==> src/decode_pkg.sv <==
`default_nettype none

package decode_pkg;

   //////////////////////////////////////////////////////////////////////
   // Field and control word widths
   //////////////////////////////////////////////////////////////////////
   localparam int NB_INSTR    = 32;
   localparam int NB_OPCODE   = 6;
   localparam int NB_FUNCT    = 6;
   localparam int NB_REG_ADDR = 5;
   localparam int NB_IMM      = 16;
   localparam int NB_SHAMT    = 5;
   localparam int NB_J_ADDR   = 26;
   localparam int NB_ALUOP    = 4;
   localparam int NB_DSIZE    = 2;
   localparam int NB_EX       = NB_ALUOP + 2;
   localparam int NB_MEM      = NB_DSIZE + 3;
   localparam int NB_WB       = NB_REG_ADDR + 3;

   // Opcodes
   localparam logic [NB_OPCODE-1:0] OP_R_TYPE = 6'b000000;
   localparam logic [NB_OPCODE-1:0] OP_LB     = 6'b100000;
   localparam logic [NB_OPCODE-1:0] OP_LH     = 6'b100001;
   localparam logic [NB_OPCODE-1:0] OP_LW     = 6'b100011;
   localparam logic [NB_OPCODE-1:0] OP_LBU    = 6'b100100;
   localparam logic [NB_OPCODE-1:0] OP_LHU    = 6'b100101;
   localparam logic [NB_OPCODE-1:0] OP_LWU    = 6'b100111;
   localparam logic [NB_OPCODE-1:0] OP_SB     = 6'b101000;
   localparam logic [NB_OPCODE-1:0] OP_SH     = 6'b101001;
   localparam logic [NB_OPCODE-1:0] OP_SW     = 6'b101011;
   localparam logic [NB_OPCODE-1:0] OP_ADDI   = 6'b001001;
   localparam logic [NB_OPCODE-1:0] OP_ANDI   = 6'b001100;
   localparam logic [NB_OPCODE-1:0] OP_ORI    = 6'b001101;
   localparam logic [NB_OPCODE-1:0] OP_XORI   = 6'b001110;
   localparam logic [NB_OPCODE-1:0] OP_LUI    = 6'b001111;
   localparam logic [NB_OPCODE-1:0] OP_SLTI   = 6'b001010;
   localparam logic [NB_OPCODE-1:0] OP_BEQ    = 6'b000100;
   localparam logic [NB_OPCODE-1:0] OP_BNE    = 6'b000101;
   localparam logic [NB_OPCODE-1:0] OP_J      = 6'b000010;
   localparam logic [NB_OPCODE-1:0] OP_JAL    = 6'b000011;

   // R-type funct codes
   localparam logic [NB_FUNCT-1:0] FUNCT_SLL  = 6'b000000;
   localparam logic [NB_FUNCT-1:0] FUNCT_SRL  = 6'b000010;
   localparam logic [NB_FUNCT-1:0] FUNCT_SRA  = 6'b000011;
   localparam logic [NB_FUNCT-1:0] FUNCT_SLLV = 6'b000100;
   localparam logic [NB_FUNCT-1:0] FUNCT_SRLV = 6'b000110;
   localparam logic [NB_FUNCT-1:0] FUNCT_SRAV = 6'b000111;
   localparam logic [NB_FUNCT-1:0] FUNCT_JR   = 6'b001000;
   localparam logic [NB_FUNCT-1:0] FUNCT_JALR = 6'b001001;
   localparam logic [NB_FUNCT-1:0] FUNCT_ADDU = 6'b100001;
   localparam logic [NB_FUNCT-1:0] FUNCT_SUBU = 6'b100011;
   localparam logic [NB_FUNCT-1:0] FUNCT_AND  = 6'b100100;
   localparam logic [NB_FUNCT-1:0] FUNCT_OR   = 6'b100101;
   localparam logic [NB_FUNCT-1:0] FUNCT_XOR  = 6'b100110;
   localparam logic [NB_FUNCT-1:0] FUNCT_NOR  = 6'b100111;
   localparam logic [NB_FUNCT-1:0] FUNCT_SLT  = 6'b101010;

   // ALU operations
   localparam logic [NB_ALUOP-1:0] ALU_ADD = 4'd0;
   localparam logic [NB_ALUOP-1:0] ALU_SUB = 4'd1;
   localparam logic [NB_ALUOP-1:0] ALU_AND = 4'd2;
   localparam logic [NB_ALUOP-1:0] ALU_OR  = 4'd3;
   localparam logic [NB_ALUOP-1:0] ALU_XOR = 4'd4;
   localparam logic [NB_ALUOP-1:0] ALU_NOR = 4'd5;
   localparam logic [NB_ALUOP-1:0] ALU_SRL = 4'd6;
   localparam logic [NB_ALUOP-1:0] ALU_SLL = 4'd7;
   localparam logic [NB_ALUOP-1:0] ALU_SRA = 4'd8;
   localparam logic [NB_ALUOP-1:0] ALU_SLA = 4'd9;
   localparam logic [NB_ALUOP-1:0] ALU_SLT = 4'd10;
   localparam logic [NB_ALUOP-1:0] ALU_LUI = 4'd11;

   localparam logic [NB_DSIZE-1:0] DSIZE_BYTE = 2'd0;
   localparam logic [NB_DSIZE-1:0] DSIZE_HALF = 2'd1;
   localparam logic [NB_DSIZE-1:0] DSIZE_WORD = 2'd2;

   // Return address register for JAL/JALR
   localparam logic [NB_REG_ADDR-1:0] LINK_REG_ADDR = 5'd31;

   //////////////////////////////////////////////////////////////////////
   // Control word bit positions
   //////////////////////////////////////////////////////////////////////
   localparam int EX_ALUOP_LSB  = 2;
   localparam int EX_B_I        = 1;
   localparam int EX_UNSIGNED   = 0;
   localparam int MEM_RD_EN     = 4;
   localparam int MEM_WR_EN     = 3;
   localparam int MEM_UNSIGNED  = 2;
   localparam int MEM_DSIZE_LSB = 0;
   localparam int WB_DEST_LSB   = 3;
   localparam int WB_REG_WE     = 2;
   localparam int WB_MEM_ALU    = 1;
   localparam int WB_DATA_PC    = 0;

   // Same instruction word seen as R, I or J format
   typedef union packed {
      struct packed {
         logic [NB_OPCODE-1:0]   opcode;
         logic [NB_REG_ADDR-1:0] rs;
         logic [NB_REG_ADDR-1:0] rt;
         logic [NB_REG_ADDR-1:0] rd;
         logic [NB_SHAMT-1:0]    shamt;
         logic [NB_FUNCT-1:0]    funct;
      } r;
      struct packed {
         logic [NB_OPCODE-1:0]   opcode;
         logic [NB_REG_ADDR-1:0] rs;
         logic [NB_REG_ADDR-1:0] rt;
         logic [NB_IMM-1:0]      imm;
      } i;
      struct packed {
         logic [NB_OPCODE-1:0]   opcode;
         logic [NB_J_ADDR-1:0]   target;
      } j;
   } instr_u;

endpackage

`default_nettype wire

==> src/funct_decoder.sv <==
`default_nettype none

module funct_decoder (
   input  logic [decode_pkg::NB_FUNCT-1:0] i_funct,
   output logic [decode_pkg::NB_ALUOP-1:0] o_aluop,
   output logic                            o_link,
   output logic                            o_jump_reg
);

   import decode_pkg::*;

   // Second level lookup, only meaningful under the R-type opcode
   always_comb begin
      o_aluop    = ALU_ADD;
      o_link     = 1'b0;
      o_jump_reg = 1'b0;
      case (i_funct)
         FUNCT_SLL,
         FUNCT_SLLV: o_aluop = ALU_SLL;
         FUNCT_SRL,
         FUNCT_SRLV: o_aluop = ALU_SRL;
         FUNCT_SRA,
         FUNCT_SRAV: o_aluop = ALU_SRA;
         FUNCT_ADDU: o_aluop = ALU_ADD;
         FUNCT_SUBU: o_aluop = ALU_SUB;
         FUNCT_AND:  o_aluop = ALU_AND;
         FUNCT_OR:   o_aluop = ALU_OR;
         FUNCT_XOR:  o_aluop = ALU_XOR;
         FUNCT_NOR:  o_aluop = ALU_NOR;
         FUNCT_SLT:  o_aluop = ALU_SLT;
         FUNCT_JR: begin
            o_jump_reg = 1'b1;
         end
         FUNCT_JALR: begin
            o_jump_reg = 1'b1;
            // Return address goes to the link register
            o_link     = 1'b1;
         end
         default: o_aluop = ALU_ADD;
      endcase
   end

endmodule

`default_nettype wire

==> src/control_decoder.sv <==
`default_nettype none

module control_decoder (
   input  decode_pkg::instr_u              i_instruction,
   output logic [decode_pkg::NB_EX-1:0]    o_ex_ctrl,
   output logic [decode_pkg::NB_MEM-1:0]   o_mem_ctrl,
   output logic [decode_pkg::NB_WB-1:0]    o_wb_ctrl,
   output logic                            o_is_branch,
   output logic                            o_branch_ne,
   output logic                            o_jump_imm,
   output logic                            o_jump_reg
);

   import decode_pkg::*;

   logic [NB_OPCODE-1:0]   opcode;
   logic [NB_ALUOP-1:0]    f_aluop;
   logic                   f_link;
   logic                   f_jump_reg;
   logic                   is_rtype;
   logic [NB_ALUOP-1:0]    aluop_main;
   logic [NB_ALUOP-1:0]    aluop;
   logic                   b_i;
   logic                   s_u_ex;
   logic                   rd_en;
   logic                   wr_en;
   logic                   s_u_mem;
   logic [NB_DSIZE-1:0]    dsize;
   logic                   reg_we;
   logic                   mem_alu;
   logic                   link_main;
   logic                   data_pc;
   logic [NB_REG_ADDR-1:0] dest;

   assign opcode = i_instruction.r.opcode;

   funct_decoder funct_decoder_inst (
      .i_funct    (i_instruction.r.funct),
      .o_aluop    (f_aluop),
      .o_link     (f_link),
      .o_jump_reg (f_jump_reg)
   );

   //////////////////////////////////////////////////////////////////////
   // Main opcode lookup
   //////////////////////////////////////////////////////////////////////
   always_comb begin
      is_rtype    = 1'b0;
      aluop_main  = ALU_ADD;
      b_i         = 1'b0;
      s_u_ex      = 1'b0;
      rd_en       = 1'b0;
      wr_en       = 1'b0;
      s_u_mem     = 1'b0;
      dsize       = DSIZE_BYTE;
      reg_we      = 1'b0;
      mem_alu     = 1'b0;
      link_main   = 1'b0;
      o_is_branch = 1'b0;
      o_branch_ne = 1'b0;
      o_jump_imm  = 1'b0;
      case (opcode)
         OP_R_TYPE: begin
            is_rtype = 1'b1;
            reg_we   = 1'b1;
            mem_alu  = 1'b1;
         end
         OP_LB, OP_LH, OP_LW, OP_LBU, OP_LHU, OP_LWU,
         OP_SB, OP_SH, OP_SW: begin
            b_i     = 1'b1;
            rd_en   = !opcode[3];
            wr_en   = opcode[3];
            reg_we  = !opcode[3];
            s_u_mem = opcode inside {OP_LBU, OP_LHU, OP_LWU};
            // Low opcode bits give the access size
            case (opcode[1:0])
               2'b00:   dsize = DSIZE_BYTE;
               2'b01:   dsize = DSIZE_HALF;
               default: dsize = DSIZE_WORD;
            endcase
         end
         OP_ADDI, OP_ANDI, OP_ORI, OP_XORI, OP_LUI, OP_SLTI: begin
            b_i     = 1'b1;
            reg_we  = 1'b1;
            mem_alu = 1'b1;
            s_u_ex  = opcode inside {OP_ANDI, OP_ORI, OP_XORI, OP_LUI};
            case (opcode)
               OP_ANDI: aluop_main = ALU_AND;
               OP_ORI:  aluop_main = ALU_OR;
               OP_XORI: aluop_main = ALU_XOR;
               OP_LUI:  aluop_main = ALU_LUI;
               OP_SLTI: aluop_main = ALU_SLT;
               default: aluop_main = ALU_ADD;
            endcase
         end
         OP_BEQ, OP_BNE: begin
            b_i         = 1'b1;
            o_is_branch = 1'b1;
            o_branch_ne = (opcode == OP_BNE);
         end
         OP_J: begin
            o_jump_imm = 1'b1;
         end
         OP_JAL: begin
            o_jump_imm = 1'b1;
            reg_we     = 1'b1;
            link_main  = 1'b1;
         end
         default: is_rtype = 1'b0;
      endcase
   end

   // Funct result only counts under the R-type opcode
   assign aluop      = is_rtype ? f_aluop : aluop_main;
   assign data_pc    = is_rtype ? f_link : link_main;
   assign o_jump_reg = is_rtype & f_jump_reg;

   always_comb begin
      if (!reg_we)
         dest = '0;
      else if (data_pc)
         dest = LINK_REG_ADDR;
      else if (b_i)
         dest = i_instruction.i.rt;
      else
         dest = i_instruction.r.rd;
   end

   always_comb begin
      o_ex_ctrl                                 = '0;
      o_ex_ctrl[EX_ALUOP_LSB +: NB_ALUOP]       = aluop;
      o_ex_ctrl[EX_B_I]                         = b_i;
      o_ex_ctrl[EX_UNSIGNED]                    = s_u_ex;
      o_mem_ctrl                                = '0;
      o_mem_ctrl[MEM_RD_EN]                     = rd_en;
      o_mem_ctrl[MEM_WR_EN]                     = wr_en;
      o_mem_ctrl[MEM_UNSIGNED]                  = s_u_mem;
      o_mem_ctrl[MEM_DSIZE_LSB +: NB_DSIZE]     = dsize;
      o_wb_ctrl                                 = '0;
      o_wb_ctrl[WB_DEST_LSB +: NB_REG_ADDR]     = dest;
      o_wb_ctrl[WB_REG_WE]                      = reg_we;
      o_wb_ctrl[WB_MEM_ALU]                     = mem_alu;
      o_wb_ctrl[WB_DATA_PC]                     = data_pc;
   end

endmodule

`default_nettype wire

==> src/branch_resolver.sv <==
`default_nettype none

module branch_resolver #(
   parameter int NB_DATA = 32
) (
   input  logic               i_is_branch,
   input  logic               i_branch_ne,
   input  logic               i_jump_imm,
   input  logic               i_jump_reg,
   input  logic [NB_DATA-1:0] i_rs_value,
   input  logic [NB_DATA-1:0] i_rt_value,
   output logic               o_flush_req
);

   logic operands_eq;
   logic branch_taken;

   assign operands_eq = (i_rs_value == i_rt_value);

   // BNE takes the inverted compare
   assign branch_taken = i_is_branch & (operands_eq ^ i_branch_ne);

   // Any taken control transfer kills the instruction behind it
   assign o_flush_req = branch_taken | i_jump_imm | i_jump_reg;

endmodule

`default_nettype wire

==> src/id_ex_register.sv <==
`default_nettype none

module id_ex_register #(
   parameter int NB_PC = 32
) (
   input  logic                          i_clk,
   input  logic                          i_rst,
   input  logic [decode_pkg::NB_EX-1:0]  i_ex_ctrl,
   input  logic [decode_pkg::NB_MEM-1:0] i_mem_ctrl,
   input  logic [decode_pkg::NB_WB-1:0]  i_wb_ctrl,
   input  logic [NB_PC-1:0]              i_pc,
   input  logic                          i_flush_req,
   output logic [decode_pkg::NB_EX-1:0]  o_ex_ctrl,
   output logic [decode_pkg::NB_MEM-1:0] o_mem_ctrl,
   output logic [decode_pkg::NB_WB-1:0]  o_wb_ctrl,
   output logic [NB_PC-1:0]              o_pc,
   output logic                          o_flush
);

   // Control words, reset keeps memory enables low
   always_ff @(posedge i_clk) begin
      if (i_rst) begin
         o_ex_ctrl  <= '0;
         o_mem_ctrl <= '0;
         o_wb_ctrl  <= '0;
         o_flush    <= 1'b0;
      end else begin
         o_ex_ctrl  <= i_ex_ctrl;
         o_mem_ctrl <= i_mem_ctrl;
         o_wb_ctrl  <= i_wb_ctrl;
         o_flush    <= i_flush_req;
      end
   end

   // PC
   always_ff @(posedge i_clk) begin
      if (i_rst)
         o_pc <= '0;
      else
         o_pc <= i_pc;
   end

endmodule

`default_nettype wire

==> src/decode_stage.sv <==
`default_nettype none

module decode_stage #(
   parameter int NB_DATA = 32,
   parameter int NB_PC   = 32
) (
   input  logic                             i_clk,
   input  logic                             i_rst,
   input  logic [decode_pkg::NB_INSTR-1:0]  i_instruction,
   input  logic [NB_PC-1:0]                 i_pc,
   input  logic [NB_DATA-1:0]               i_rs_value,
   input  logic [NB_DATA-1:0]               i_rt_value,
   output logic [decode_pkg::NB_EX-1:0]     o_ex_ctrl,
   output logic [decode_pkg::NB_MEM-1:0]    o_mem_ctrl,
   output logic [decode_pkg::NB_WB-1:0]     o_wb_ctrl,
   output logic [NB_PC-1:0]                 o_pc,
   output logic                             o_flush,
   output logic                             o_branch,
   output logic                             o_jump_reg,
   output logic                             o_jump_imm,
   output logic [decode_pkg::NB_J_ADDR-1:0] o_jump_addr,
   output logic [decode_pkg::NB_IMM-1:0]    o_imm
);

   import decode_pkg::*;

   instr_u            instr;
   logic [NB_EX-1:0]  ex_ctrl;
   logic [NB_MEM-1:0] mem_ctrl;
   logic [NB_WB-1:0]  wb_ctrl;
   logic              branch_ne;
   logic              flush_req;

   assign instr = i_instruction;

   // Same-cycle fields for the fetch stage
   assign o_jump_addr = instr.j.target;
   assign o_imm       = instr.i.imm;

   control_decoder control_decoder_inst (
      .i_instruction (instr),
      .o_ex_ctrl     (ex_ctrl),
      .o_mem_ctrl    (mem_ctrl),
      .o_wb_ctrl     (wb_ctrl),
      .o_is_branch   (o_branch),
      .o_branch_ne   (branch_ne),
      .o_jump_imm    (o_jump_imm),
      .o_jump_reg    (o_jump_reg)
   );

   branch_resolver #(
      .NB_DATA (NB_DATA)
   ) branch_resolver_inst (
      .i_is_branch (o_branch),
      .i_branch_ne (branch_ne),
      .i_jump_imm  (o_jump_imm),
      .i_jump_reg  (o_jump_reg),
      .i_rs_value  (i_rs_value),
      .i_rt_value  (i_rt_value),
      .o_flush_req (flush_req)
   );

   id_ex_register #(
      .NB_PC (NB_PC)
   ) id_ex_register_inst (
      .i_clk       (i_clk),
      .i_rst       (i_rst),
      .i_ex_ctrl   (ex_ctrl),
      .i_mem_ctrl  (mem_ctrl),
      .i_wb_ctrl   (wb_ctrl),
      .i_pc        (i_pc),
      .i_flush_req (flush_req),
      .o_ex_ctrl   (o_ex_ctrl),
      .o_mem_ctrl  (o_mem_ctrl),
      .o_wb_ctrl   (o_wb_ctrl),
      .o_pc        (o_pc),
      .o_flush     (o_flush)
   );

endmodule

`default_nettype wire

==> config.mk <==
export PLATFORM = sky130hd
export DESIGN_NAME = decode_stage
export DESIGN_NICKNAME = d
export VERILOG_FILES = /design/src/decode_pkg.sv /design/src/funct_decoder.sv /design/src/control_decoder.sv /design/src/branch_resolver.sv /design/src/id_ex_register.sv /design/src/decode_stage.sv
export SDC_FILE = /design/constraint.sdc
export NUM_CORES = 1
export LEC_CHECK = 0
export ABC_AREA = 1
export BUFFER_PORTS_ARGS = -buffer_cell sky130_fd_sc_hd__clkbuf_2
export CAP_MARGIN = 10
export CORE_UTILIZATION = 42
export CTS_CLUSTER_SIZE = 28
export DETAILED_ROUTE_END_ITERATION = 6
export GPL_TIMING_DRIVEN = 0
export PLACE_DENSITY_LB_ADDON = 0.08
export SYNTH_ARGS = -nofsm -noshare
export SYNTH_HDL_FRONTEND = slang
export SYNTH_HIERARCHICAL = 1
export SYNTH_SLANG_ARGS = --single-unit
==> constraint.sdc <==
create_clock -name i_clk -period 1.4 [get_ports i_clk]
set_input_delay 0.28 -clock i_clk [delete_from_list [all_inputs] [get_ports i_clk]]
set_output_delay 0.28 -clock i_clk [all_outputs]
set_load 0.02 [all_outputs]
==> summary.md <==
| Metric | Value |
|---|---|
| Status | finished, violations left |
| Failing checks | negative setup slack |
| Mapped Nets | 624 |
| Critical Path Source Type | input pin |
| Critical path depth in cells | 6 |
| Slowest CP cell | nor3b_4 |
| Synth area leader | dfxtp_1 |
| Worst slew pin tran | 0.469 ns |
| CP top delay family | simple AND/OR/NAND/NOR gates |
| Path type of the worst setup path | in -> out |
| Setup crit start | i_instruction[5] |
| Routed len/inst | 9.47 um |
| Ant diodes | 0 |
| Hold Path Class | in -> reg |
| Syn. warnings | 6 |
| Final Max Tran Viols | 0 |
| Worst Path Arrival | 1.13 ns |
| Remaining DRCs | 0 |
| Final setup viols | 1 |
| Die Y | 89.9 um |
| Final Wtd Congestion | 0.846 |
| Vias per cell | 4.14 |
| Ranking of synthesized cells by area | dfxtp_1, nand2_1, buf_4 |
| Initial antenna violation count | 0 |
| Core Footprint | 0.00737 sq mm |
| Crit-path max cell delay | 0.25 ns |
| CTS tree | built |
| Fin crit period | 1.41 ns |
| Clock root cell | clkbuf_8 |
| Setup crit end | o_jump_reg |
| Vias in the first global route | 3286 |
| Share of cells above drive strength 1 | 47.4% |
| Slew HR | 68.4% |
| Layout area overhead | 45.3% |
| P_leak | 2.87 nW |
| Row count | 31 |
| Synthesized netlist cell count | 494 |
| Worst IR drop on VDD | 388 uV |
| Post-synthesis instance area | 0.00325 sq mm |
| Largest net degree at the start of global routing | 18 |
| Final worst setup slack | -0.0107 ns |
| Hold Buf Count CTS | 0 |
| Final wirelength | 7810 um |
| Nets@finish | 854 |
| Global-route wire length before repair | roughly 13000 um |
| Final Cycle Share | 101% |
| RSZ-0062 raised after global routing | yes |
| Distinct cells, synth | 27 |
| Post-Place Cell Area | ~0.0045 sq mm |
| Initial Util | 44.0% |
| FILL cells | 713 |
| GRT Total Usage | 19.7% |
| Crit end category | output port |
| Register area share after synthesis | 32.1% |
| Syn_area_per_cell | 6.57 sq um |
| Die W | 89.9 um |
| Die ar. | about 0.0081 sq mm |
| Detailed placement HPWL | just under 7000 um |
| CP max FO | 4 |
| H-tree levels | 2 |
| Critical path required time | roughly 1.1 ns |
| DRT antenna net count | 0 |
| Finished Cell Area | 0.00472 sq mm |
| Buf+Inv Stages, Crit Path | 3 |
| Reg clk slew, reported paths | 0.09 ns |
| Grt ovf | 0 |
| Power Density | between 700 and 800 mW/mm^2 |
| Clock Path Buffers | 2 |
| Total number of vias | 3412 |
| Initial DRC count | 75 |
| CTS Sinks | 52 |
| Final Hold Viols | 0 |
| Place WS | -0.304 ns |
| Iteration count of the initial detailed-routing pass | 4 |
| Yosys top cell area share | 32.1% |
| Num CTS Buffers | 5 |
| # Max-Cap Violations | 0 |
| Num ports | 227 |
| Max Fclk | 0.709 GHz |
| CP Cell Sequence | buf_8 -> nor2_4 -> inv_2 -> nor3_2 -> nor3b_4 -> clkbuf_8 |
| Port bufs | around 220 |
| Flops & latches, synth | 52 |
worst min path at each step:
stage	start	endpoint	slack (ns)	cells past startpoint
2_1_floorplan	i_pc[0]	id_ex_register_inst/o_pc[0]	0.39	2
3_3_place_gp	i_pc[22]	id_ex_register_inst/o_pc[22]	0.47	3
3_5_place_dp	i_pc[16]	id_ex_register_inst/o_pc[16]	0.48	3
4_1_cts	i_pc[16]	id_ex_register_inst/o_pc[16]	0.15	3
5_1_grt	i_pc[16]	id_ex_register_inst/o_pc[16]	0.16	3
6_report	i_pc[18]	id_ex_register_inst/o_pc[18]	0.16	3
cell usage in the layout, fill, tap and decap left out, drive strengths merged, types with 2 or more instances in the layout:
master and n:
clkbuf 217, buf 67, nand2 117, nand4 5, o21ai 2, dfxtp 52
nand3 23, nor2 98, inv 112, xnor2 19, nor3 6
power breakdown:
group          total (mW)  switching, mW  internal (mW)  leakage [nW]
Clock                1.01          0.474          0.538        0.0548
Sequential           1.56         0.0154           1.54         0.429
Combinational        1.05          0.579          0.472          2.38
Total                3.62           1.07           2.55          2.87
area by class of cell:
type                    instances  area [sq um]  share of cell area, %
plain buffers                  56           443                   9.39
well taps                      99           124                   2.63
multi-input cells             275          1400                   29.7
flip-flops and latches         52          1040                   22.1
clock buffers                   5          68.8                   1.46
clock inverters                 3          46.3                  0.981
repair buffers                223          1180                   24.9
inverters                     111           419                   8.89
what timing repair did:
item | CTS | global route
endpoints found under the setup margin | 2 | 7
pin swaps | 3 | 5
setup buffers | 3 | 5
gates resized for setup | 10 | 16
sequential cells by signal (all words and copies together) (netlist names):
name / flops
id_ex_register_inst/o_mem_ctrl: 5
id_ex_register_inst/o_flush: 1
id_ex_register_inst/o_pc: 32
id_ex_register_inst/o_wb_ctrl: 8
id_ex_register_inst/o_ex_ctrl: 6
routing by layer:
layer  part of all wire (%)  vias to the layer above  global-route usage [%]  routed length (um)
met5                      0                        -                       0                   0
met4                    1.9                        0                    6.59                 150
met3                    6.4                       13                    2.79                 499
met2                     52                      140                    39.6                4080
met1                     39                     1425                    20.6                3080
li1                       -                     1834                       -                   -
worst min-delay path, delay by kind of cell:
kind	cells	cell delay [ns]
buffers and inverters	2	0.12
and+or+nand+nor	1	0.03
stage by stage:
step	setup TNS, ns	util [%]	hold WS [ns]	total power [mW]	instances
CTS	0	62.9	0.153	3.65	819
global route	-0.174	64.0	0.156	3.85	824
finish	-0.0107	64.0	0.162	3.62	824
floorplan	0	-	0.387	2.22	494
detailed placement	-2.37	60.5	0.476	2.61	808
global placement	-2.20	60.5	0.473	2.60	808
cells in the mapped netlist:
cell type,instances
o2111ai_1,1
nor4_1,1
o21ai_1,1
inv_2,12
buf_4,50
nor2_2,10
nand3_2,3
dfxtp_1,52
nand3_4,1
nand2_2,9
buf_6,6
nor2_4,5
o21ai_2,1
nor3_1,5
nand3_1,19
xnor2_1,19
nor3b_1,1
nor3_2,1
nor2_8,1
o22ai_1,1
inv_1,98
nand2_4,1
nor2_1,82
inv_4,1
a21oi_2,1
nand2_1,107
nand4_1,5
kinds of logic (layout without fill, tap and decap cells):
family                    Yosys count  in the layout  synth area share (%)
DFF                                52             52                  32.1
xor gates and xnor gates           19             19                  5.13
AOI/OAI and AO/OA                   5              5                  1.16
and+or+nand+nor                   251            251                  35.1
buffers and inverters             167            398                  26.6
(Power assumes the default switching activity.)
